==> config.mk <==
export PLATFORM = sky130hd
export DESIGN_NAME = llc_front_top
export DESIGN_NICKNAME = d
export VERILOG_FILES = /design/src/design/llc_pkg.sv /design/src/design/llc_input_select.sv /design/src/design/llc_read_set.sv /design/src/design/llc_stall_tracker.sv /design/src/design/llc_front_top.sv
export VERILOG_INCLUDE_DIRS = /design/src /design/src/design
export SDC_FILE = /design/constraint.sdc
export NUM_CORES = 1
export LEC_CHECK = 0
export BUFFER_PORTS_ARGS = -buffer_cell sky130_fd_sc_hd__clkbuf_2
export CORE_AREA = 2 2 101 103
export DETAILED_ROUTE_END_ITERATION = 6
export DIE_AREA = 0 0 103 105
export PLACE_DENSITY = 0.77
export SYNTH_ARGS = -nofsm -noshare
export SYNTH_HDL_FRONTEND = slang
export SYNTH_SLANG_ARGS = --single-unit
==> constraint.sdc <==
create_clock -name clk -period 3.1 [get_ports clk]
set_input_delay 0.465 -clock clk [delete_from_list [all_inputs] [get_ports clk]]
set_output_delay 0.465 -clock clk [all_outputs]
set_load 0.01 [all_outputs]
==> src/design/llc_settings.svh <==
`ifndef LLC_SETTINGS_SVH
`define LLC_SETTINGS_SVH

// byte address width seen by the cache.
`define LLC_ADDR_BITS 32

// byte offset within one cache line.
`define LLC_OFFSET_BITS 4

// line address, the byte address without its offset.
`define LLC_LINE_ADDR_BITS (`LLC_ADDR_BITS - `LLC_OFFSET_BITS)

// set index width.
// a small index keeps the reset and flush walk short.
`define LLC_SET_BITS 4

// tag is what remains of the line address above the set index.
`define LLC_TAG_BITS (`LLC_LINE_ADDR_BITS - `LLC_SET_BITS)

`endif

==> src/design/llc_pkg.sv <==
`include "llc_settings.svh"

package llc_pkg;

    // line address, byte address with the offset removed.
    typedef logic [`LLC_LINE_ADDR_BITS-1:0] line_addr_t;

    // set index into the tag and data arrays.
    typedef logic [`LLC_SET_BITS-1:0] llc_set_t;

    // tag stored alongside each way.
    typedef logic [`LLC_TAG_BITS-1:0] llc_tag_t;

    // source granted by the input selector in the current cycle.
    // values are fixed so that they can be observed directly on sel.
    typedef enum logic [2:0] {
        SRC_NONE       = 3'd0,
        SRC_WALK       = 3'd1,
        SRC_RSP        = 3'd2,
        SRC_REQ        = 3'd3,
        SRC_DMA_REQ    = 3'd4,
        SRC_DMA_RESUME = 3'd5
    } src_sel_t;

endpackage

==> src/design/llc_input_select.sv <==
module llc_input_select (
    input  logic             rsp_valid,
    input  logic             req_valid,
    input  logic             dma_req_valid,
    input  logic             dma_read_resume,
    input  logic             dma_write_resume,
    input  logic             rst_stall,
    input  logic             flush_stall,
    input  logic             req_stall,
    output logic             is_rst_to_resume,
    output logic             is_flush_to_resume,
    output logic             is_rsp_to_get,
    output logic             is_req_to_get,
    output logic             is_dma_req_to_get,
    output logic             is_dma_read_to_resume,
    output logic             is_dma_write_to_resume,
    output logic             rd_set_en,
    output llc_pkg::src_sel_t sel
);

    import llc_pkg::*;

    // fixed priority, one winner at most per cycle.
    always_comb begin
        is_rst_to_resume       = 1'b0;
        is_flush_to_resume     = 1'b0;
        is_rsp_to_get          = 1'b0;
        is_req_to_get          = 1'b0;
        is_dma_req_to_get      = 1'b0;
        is_dma_read_to_resume  = 1'b0;
        is_dma_write_to_resume = 1'b0;
        sel                    = SRC_NONE;

        if (rst_stall) begin
            // a flush raised during the reset walk rides along with it.
            is_rst_to_resume = 1'b1;
            sel              = SRC_WALK;
        end else if (flush_stall) begin
            is_flush_to_resume = 1'b1;
            sel                = SRC_WALK;
        end else if (rsp_valid) begin
            is_rsp_to_get = 1'b1;
            sel           = SRC_RSP;
        end else if (req_valid && !req_stall) begin
            is_req_to_get = 1'b1;
            sel           = SRC_REQ;
        end else if (dma_req_valid) begin
            is_dma_req_to_get = 1'b1;
            sel               = SRC_DMA_REQ;
        end else if (dma_read_resume) begin
            is_dma_read_to_resume = 1'b1;
            sel                   = SRC_DMA_RESUME;
        end else if (dma_write_resume) begin
            is_dma_write_to_resume = 1'b1;
            sel                    = SRC_DMA_RESUME;
        end
    end

    // any grant reads a set this cycle.
    assign rd_set_en = (sel != SRC_NONE);

endmodule

==> src/design/llc_read_set.sv <==
`include "llc_settings.svh"

module llc_read_set (
    input  logic                clk,
    input  logic                rst,
    input  logic                rd_set_en,
    input  logic                is_rst_to_resume,
    input  logic                is_flush_to_resume,
    input  logic                is_rsp_to_get,
    input  logic                is_req_to_get,
    input  logic                is_dma_req_to_get,
    input  logic                is_dma_read_to_resume,
    input  logic                is_dma_write_to_resume,
    input  logic                req_stall,
    input  llc_pkg::line_addr_t rsp_in_addr,
    input  llc_pkg::line_addr_t req_in_addr,
    input  llc_pkg::line_addr_t dma_req_in_addr,
    input  llc_pkg::line_addr_t dma_addr,
    input  llc_pkg::llc_set_t   rst_flush_stalled_set,
    input  llc_pkg::llc_set_t   req_in_stalled_set,
    input  llc_pkg::llc_tag_t   req_in_stalled_tag,
    output llc_pkg::llc_set_t   set,
    output llc_pkg::llc_set_t   set_next,
    output llc_pkg::llc_tag_t   tag,
    output logic                incr_rst_flush_stalled_set,
    output logic                clr_rst_stall,
    output logic                clr_flush_stall,
    output logic                clr_req_stall,
    output logic                update_dma_addr_from_req
);

    import llc_pkg::*;

    line_addr_t addr_for_set;
    llc_tag_t   tag_from_addr;
    llc_set_t   set_from_addr;
    llc_tag_t   tag_q;
    llc_set_t   set_q;
    logic       walk;

    assign walk = is_rst_to_resume | is_flush_to_resume;

    // address of the granted source; zero when nothing with an address wins.
    always_comb begin
        addr_for_set = '0;
        if (is_rsp_to_get) begin
            addr_for_set = rsp_in_addr;
        end else if (is_req_to_get) begin
            addr_for_set = req_in_addr;
        end else if (is_dma_req_to_get) begin
            addr_for_set = dma_req_in_addr;
        end else if (is_dma_read_to_resume || is_dma_write_to_resume) begin
            addr_for_set = dma_addr;
        end
    end

    assign tag_from_addr = addr_for_set[`LLC_LINE_ADDR_BITS-1:`LLC_SET_BITS];
    assign set_from_addr = addr_for_set[`LLC_SET_BITS-1:0];

    // a new DMA request becomes the line that later resumes continue from.
    assign update_dma_addr_from_req = is_dma_req_to_get;

    always_comb begin
        incr_rst_flush_stalled_set = 1'b0;
        clr_rst_stall              = 1'b0;
        clr_flush_stall            = 1'b0;
        clr_req_stall              = 1'b0;

        if (walk) begin
            incr_rst_flush_stalled_set = 1'b1;
            // the last set ends both walks at once.
            if (rst_flush_stalled_set == {`LLC_SET_BITS{1'b1}}) begin
                clr_rst_stall   = 1'b1;
                clr_flush_stall = 1'b1;
            end
        end else if (is_rsp_to_get) begin
            // a response to the stalled line lets the request retry.
            if (req_stall && (tag_from_addr == req_in_stalled_tag)
                    && (set_from_addr == req_in_stalled_set)) begin
                clr_req_stall = 1'b1;
            end
        end
    end

    always_ff @(posedge clk or negedge rst) begin
        if (!rst) begin
            tag_q <= '0;
            set_q <= '0;
        end else if (rd_set_en) begin
            tag_q <= tag_from_addr;
            set_q <= set_from_addr;
        end
    end

    assign set_next = walk ? rst_flush_stalled_set : set_from_addr;
    assign set      = walk ? rst_flush_stalled_set : set_q;
    assign tag      = tag_q;

endmodule

==> src/design/llc_stall_tracker.sv <==
module llc_stall_tracker (
    input  logic                clk,
    input  logic                rst,
    input  logic                flush_start,
    input  logic                req_stall_set,
    input  logic                incr_rst_flush_stalled_set,
    input  logic                clr_rst_stall,
    input  logic                clr_flush_stall,
    input  logic                clr_req_stall,
    input  logic                update_dma_addr_from_req,
    input  llc_pkg::line_addr_t dma_req_in_addr,
    input  llc_pkg::llc_set_t   set,
    input  llc_pkg::llc_tag_t   tag,
    output logic                rst_stall,
    output logic                flush_stall,
    output logic                req_stall,
    output llc_pkg::llc_set_t   rst_flush_stalled_set,
    output llc_pkg::llc_set_t   req_in_stalled_set,
    output llc_pkg::llc_tag_t   req_in_stalled_tag,
    output llc_pkg::line_addr_t dma_addr
);

    import llc_pkg::*;

    // walk counter, shared by the reset and the flush walk.
    // it wraps back to zero after the last set.
    always_ff @(posedge clk or negedge rst) begin
        if (!rst) begin
            rst_flush_stalled_set <= '0;
        end else if (incr_rst_flush_stalled_set) begin
            rst_flush_stalled_set <= rst_flush_stalled_set + 1'b1;
        end
    end

    // the cache comes out of reset needing every set cleared.
    always_ff @(posedge clk or negedge rst) begin
        if (!rst) begin
            rst_stall <= 1'b1;
        end else if (clr_rst_stall) begin
            rst_stall <= 1'b0;
        end
    end

    // a new flush wins over the end of a walk in the same cycle.
    always_ff @(posedge clk or negedge rst) begin
        if (!rst) begin
            flush_stall <= 1'b0;
        end else if (flush_start) begin
            flush_stall <= 1'b1;
        end else if (clr_flush_stall) begin
            flush_stall <= 1'b0;
        end
    end

    // only one request can be parked at a time.
    always_ff @(posedge clk or negedge rst) begin
        if (!rst) begin
            req_stall <= 1'b0;
        end else if (req_stall_set) begin
            req_stall <= 1'b1;
        end else if (clr_req_stall) begin
            req_stall <= 1'b0;
        end
    end

    // tag and set were registered on the grant one cycle before the stall pulse.
    always_ff @(posedge clk) begin
        if (req_stall_set) begin
            req_in_stalled_tag <= tag;
            req_in_stalled_set <= set;
        end
    end

    // line that a DMA read or write resumes from.
    always_ff @(posedge clk) begin
        if (update_dma_addr_from_req) begin
            dma_addr <= dma_req_in_addr;
        end
    end

endmodule

==> src/design/llc_front_top.sv <==
module llc_front_top (
    input  logic                clk,
    input  logic                rst,
    input  logic                rsp_valid,
    input  llc_pkg::line_addr_t rsp_in_addr,
    input  logic                req_valid,
    input  llc_pkg::line_addr_t req_in_addr,
    input  logic                dma_req_valid,
    input  llc_pkg::line_addr_t dma_req_in_addr,
    input  logic                dma_read_resume,
    input  logic                dma_write_resume,
    input  logic                flush_start,
    input  logic                req_stall_set,
    output llc_pkg::src_sel_t   sel,
    output llc_pkg::llc_set_t   set,
    output llc_pkg::llc_set_t   set_next,
    output llc_pkg::llc_tag_t   tag,
    output logic                rst_stall,
    output logic                flush_stall,
    output logic                req_stall,
    output llc_pkg::line_addr_t dma_addr
);

    import llc_pkg::*;

    logic     is_rst_to_resume;
    logic     is_flush_to_resume;
    logic     is_rsp_to_get;
    logic     is_req_to_get;
    logic     is_dma_req_to_get;
    logic     is_dma_read_to_resume;
    logic     is_dma_write_to_resume;
    logic     rd_set_en;
    logic     incr_rst_flush_stalled_set;
    logic     clr_rst_stall;
    logic     clr_flush_stall;
    logic     clr_req_stall;
    logic     update_dma_addr_from_req;
    llc_set_t rst_flush_stalled_set;
    llc_set_t req_in_stalled_set;
    llc_tag_t req_in_stalled_tag;

    llc_input_select u_input_select (
        .rsp_valid              (rsp_valid),
        .req_valid              (req_valid),
        .dma_req_valid          (dma_req_valid),
        .dma_read_resume        (dma_read_resume),
        .dma_write_resume       (dma_write_resume),
        .rst_stall              (rst_stall),
        .flush_stall            (flush_stall),
        .req_stall              (req_stall),
        .is_rst_to_resume       (is_rst_to_resume),
        .is_flush_to_resume     (is_flush_to_resume),
        .is_rsp_to_get          (is_rsp_to_get),
        .is_req_to_get          (is_req_to_get),
        .is_dma_req_to_get      (is_dma_req_to_get),
        .is_dma_read_to_resume  (is_dma_read_to_resume),
        .is_dma_write_to_resume (is_dma_write_to_resume),
        .rd_set_en              (rd_set_en),
        .sel                    (sel)
    );

    llc_read_set u_read_set (
        .clk                        (clk),
        .rst                        (rst),
        .rd_set_en                  (rd_set_en),
        .is_rst_to_resume           (is_rst_to_resume),
        .is_flush_to_resume         (is_flush_to_resume),
        .is_rsp_to_get              (is_rsp_to_get),
        .is_req_to_get              (is_req_to_get),
        .is_dma_req_to_get          (is_dma_req_to_get),
        .is_dma_read_to_resume      (is_dma_read_to_resume),
        .is_dma_write_to_resume     (is_dma_write_to_resume),
        .req_stall                  (req_stall),
        .rsp_in_addr                (rsp_in_addr),
        .req_in_addr                (req_in_addr),
        .dma_req_in_addr            (dma_req_in_addr),
        .dma_addr                   (dma_addr),
        .rst_flush_stalled_set      (rst_flush_stalled_set),
        .req_in_stalled_set         (req_in_stalled_set),
        .req_in_stalled_tag         (req_in_stalled_tag),
        .set                        (set),
        .set_next                   (set_next),
        .tag                        (tag),
        .incr_rst_flush_stalled_set (incr_rst_flush_stalled_set),
        .clr_rst_stall              (clr_rst_stall),
        .clr_flush_stall            (clr_flush_stall),
        .clr_req_stall              (clr_req_stall),
        .update_dma_addr_from_req   (update_dma_addr_from_req)
    );

    llc_stall_tracker u_stall_tracker (
        .clk                        (clk),
        .rst                        (rst),
        .flush_start                (flush_start),
        .req_stall_set              (req_stall_set),
        .incr_rst_flush_stalled_set (incr_rst_flush_stalled_set),
        .clr_rst_stall              (clr_rst_stall),
        .clr_flush_stall            (clr_flush_stall),
        .clr_req_stall              (clr_req_stall),
        .update_dma_addr_from_req   (update_dma_addr_from_req),
        .dma_req_in_addr            (dma_req_in_addr),
        .set                        (set),
        .tag                        (tag),
        .rst_stall                  (rst_stall),
        .flush_stall                (flush_stall),
        .req_stall                  (req_stall),
        .rst_flush_stalled_set      (rst_flush_stalled_set),
        .req_in_stalled_set         (req_in_stalled_set),
        .req_in_stalled_tag         (req_in_stalled_tag),
        .dma_addr                   (dma_addr)
    );

endmodule

==> key figures <==
Finish
  – Area occupied by multi-input gates: around 1900 sq um
  – Most frequent cells in the layout: clkbuf_2, nand2_1, edfxtp_1, dfrtp_1, o21ai_0
  – Share of post-route cells with drive strength above 1: 37.6%
  – Fin nets: 666
  – Reg area: 2560 sq um
  – Total of fill cells in the finished design: 874
  – Ant diodes: 0
  – Commonest non-fill, non-tap cell in the layout: clkbuf_2
  – Area growth from synthesis to layout: 23.5%

Setup path
  – Worst EP arrival: between 2 and 2.5 ns
  – Top Family by Delay on Critical Path: simple AND/OR/NAND/NOR gates
  – Worst r2r path cells: 7
  – Crit path launch type: register
  – Largest incremental delay on the critical path: 0.49 ns
  – Critical path type: register to output pin
  – R2R Path End: u_stall_tracker.req_stall$_DFFE_PN0P_
  – Most used cell, CP: nand2_1
  – Setup slack, reg-to-reg: a little over 0.6 ns
  – Setup crit end kind: output pin
  – Slowest CP cell: dfrtp_1
  – Worst-path cell chain: nor3_4 > nand2_1 > a32oi_1 > a21oi_1 > nand2_1 > clkbuf_2
  – Required time worst endpoint: 2.63 ns
  – Buf/Inv on CP: 1
  – Origin of the critical flop-to-flop path: u_stall_tracker.rst_stall$_DFFE_PN1P_
  – Max FO, Critical Path: 11

Drt
  – Post-route antenna net violation count: 0
  – First DRT Iteration DRCs: between 300 and 400
  – DRC: 0
  – WL final: roughly 14,000 um
  – First-pass detailed-route iteration total: 5
  – DR vias/cell: 5.94
  – Via count: roughly 4,200
  – Routed WL per cell: 20.2 um

Clocking
  – CTS root buf: clkbuf_8
  – Clk sinks: 91
  – Hold Buf Count CTS: 0
  – Clock transition at path regs: 0.09 ns
  – CTS H-tree depth: 3
  – CTS Buffer Depth: 2
  – Post-CTS Setup Inserts: 0
  – CTS tree: built
  – CTS Buf Count: 9
  – Resized cells post-CTS: 0
  – Clock Latency Late Sink: between 0.3 and 0.4 ns

Synthesis
  – Mean Syn Cell Area: between 10 and 15 sq um
  – Syn Inst Count: 420
  – Post-Syn Nets: 514
  – Synth Cell Area: 4660 sq um
  – Cell variety after synth: 65
  – Yosys warns: 0
  – EDFF count, synth: 56
  – Register bit total from synthesis: 91
  – Top FF cell, synth: edfxtp_1
  – Async SR Flop Fraction: 38.5%
  – Post-synthesis sequential area ratio: around 55%

STA
  – Worst-Margin Slew: 0.977 ns
  – Period utilization: 90.2%
  – Setup TNS: 0 ns
  – Rel. slew slack: 34.8%
  – Final setup violation count: 0
  – Max Fclk: roughly 360 MHz
  – Slew Viols, Final: 0
  – Fin crit period: 2.80 ns
  – Hold Violations, Final: 0
  – Worst Skew: ~0.012 ns
  – Unrepaired setup endpoints after global routing: false

Placement
  – HPWL after detailed placement: 10,700 um
  – Gpl congestion: between 0.8 and 0.9
  – Port-buffer cells: 158

Die
  – Die area: 10,800 sq um
  – Core ar.: between 9000 and 10,000 sq um
  – Die height: around 110 um
  – Initial core utilization: 48.4%
  – I/O pins: 159
  – Rows: 36
  – Chip width: 103 um

Flow run
  – Max-cap check violation count: 0

Global route
  – Largest net degree at the start of global routing: between 40 and 50
  – Global-route wire length before repair: 21,700 um
  – Tot GR Track Use: between 20% and 30%
  – Gr ovfl total: 0
  – Initial antenna violation count: 0
  – Number of global-route vias before repair: 4,209

Min path
  – HP Class: input pin to async pin

Power and ir drop
  – Tot Pwr: 3150 uW
  – PD cells: ~550 nW/um^2
  – Peak supply drop: 360 uV
  – Leakage: ~0.0025 uW

Run status
  – Status: complete, no violations
## registers in the layout, indices dropped and copies added, names as in the netlist
name	cells
u_stall_tracker.req_in_stalled_tag	24
u_stall_tracker.rst_stall	1
u_read_set.tag	24
u_stall_tracker.rst_flush_stalled_set	4
u_stall_tracker.req_stall	1
u_stall_tracker.req_in_stalled_set	4
u_stall_tracker.dma_addr	28
u_read_set.set_q	4
u_stall_tracker.flush_stall	1
## synth_stat cells, drive strengths merged, types with 4 or more instances
cell type,number,area (sq um)
nor2,14,52.6
buf,18,134
a22oi,7,52.6
o21bai,9,67.6
a32o,4,42.5
a22o,4,35.0
a221oi,14,166
o21ai,23,115
xnor2,9,78.8
nand2,78,293
a221o,6,60.1
nand2b,8,50.1
inv,15,56.3
a32oi,6,52.6
nand3,5,30.0
a2bb2oi,7,98.9
nor3,9,56.3
clkbuf,13,48.8
edfxtp,56,1680
a21oi,14,70.1
and2,6,37.5
o22ai,8,50.1
and3,5,31.3
nand4,13,81.3
dfrtp,34,851
## layout make-up
type / count / share of cell area, %
clock buffers: 9 / 2.15
clock inverters: 7 / 1.17
inverters: 15 / 0.978
multi-input cells: 283 / 32.4
flip-flops and latches: 91 / 44.4
well taps: 133 / 2.89
repair buffers: 172 / 16.0
## where the power goes
| group | switching (uW) | internal, uW | total (uW) |
|---|---|---|---|
| Combinational | 475 | 334 | 809 |
| Sequential | 104 | 1440 | 1550 |
| Clock | 427 | 372 | 798 |
| Total | 1010 | 2150 | 3150 |
## metrics by stage
| step | worst slack, ns | std cells | hold WS, ns | instance area (sq um) | utilization [%] |
|---|---|---|---|---|---|
| global placement | 0.563 | 694 | 0.456 | 5570 | 57.7 |
| detailed placement | 0.523 | 694 | 0.464 | 5570 | 57.7 |
| global route | 0.108 | 710 | 0.282 | 5760 | 59.7 |
| CTS | 0.329 | 710 | 0.275 | 5760 | 59.7 |
| floorplan | 0.841 | 420 | 0.169 | 4660 | - |
| finish | 0.303 | 710 | 0.255 | 5760 | 59.7 |
## layer usage
metal  GRT usage, %  routed length [um]  up-vias
met5              0                   0        -
met4           7.89                 293        0
met3           5.75                1410       33
met2           41.2                6660      283
met1           36.8                5980     2017
li1               -                   -     1887
## worst register-to-register path, cell delays in order (launching register included)
cell      delay, ns
dfstp_2        0.63
or2_1          0.47
nor3_1         0.17
o32ai_4        0.36
o221a_2        0.23
nand4b_1       0.11
nor4_2         0.29
a31oi_1        0.12
## cell families (layout without fill, tap and decap cells)
| logic type | after synthesis | in the layout | share of synthesized area (%) |
|---|---|---|---|
| DFF | 91 | 91 | 54.9 |
| buffers and inverters | 46 | 203 | 5.13 |
| and+or+nand+nor | 152 | 152 | 16.3 |
| adders and majority gates | 1 | 1 | 0.268 |
| AOI/OAI and AO/OA | 121 | 121 | 21.7 |
| xor gates and xnor gates | 9 | 9 | 1.69 |
## worst max path at each step
stage,cells after the start,slack (ns),endpoint,start
global placement,8,0.56,u_stall_tracker.req_stall$_DFFE_PN0P_,dma_req_valid
finish,6,0.30,set_next[2],u_stall_tracker.flush_stall$_DFFE_PN0P_
global route,6,0.11,set_next[2],u_stall_tracker.flush_stall$_DFFE_PN0P_
CTS,6,0.33,set_next[2],u_stall_tracker.flush_stall$_DFFE_PN0P_
floorplan,4,0.84,u_stall_tracker.dma_addr[0]$_DFFE_PP_,rsp_valid
detailed placement,8,0.52,u_stall_tracker.req_stall$_DFFE_PN0P_,dma_req_valid
(Power assumes the default switching activity.)
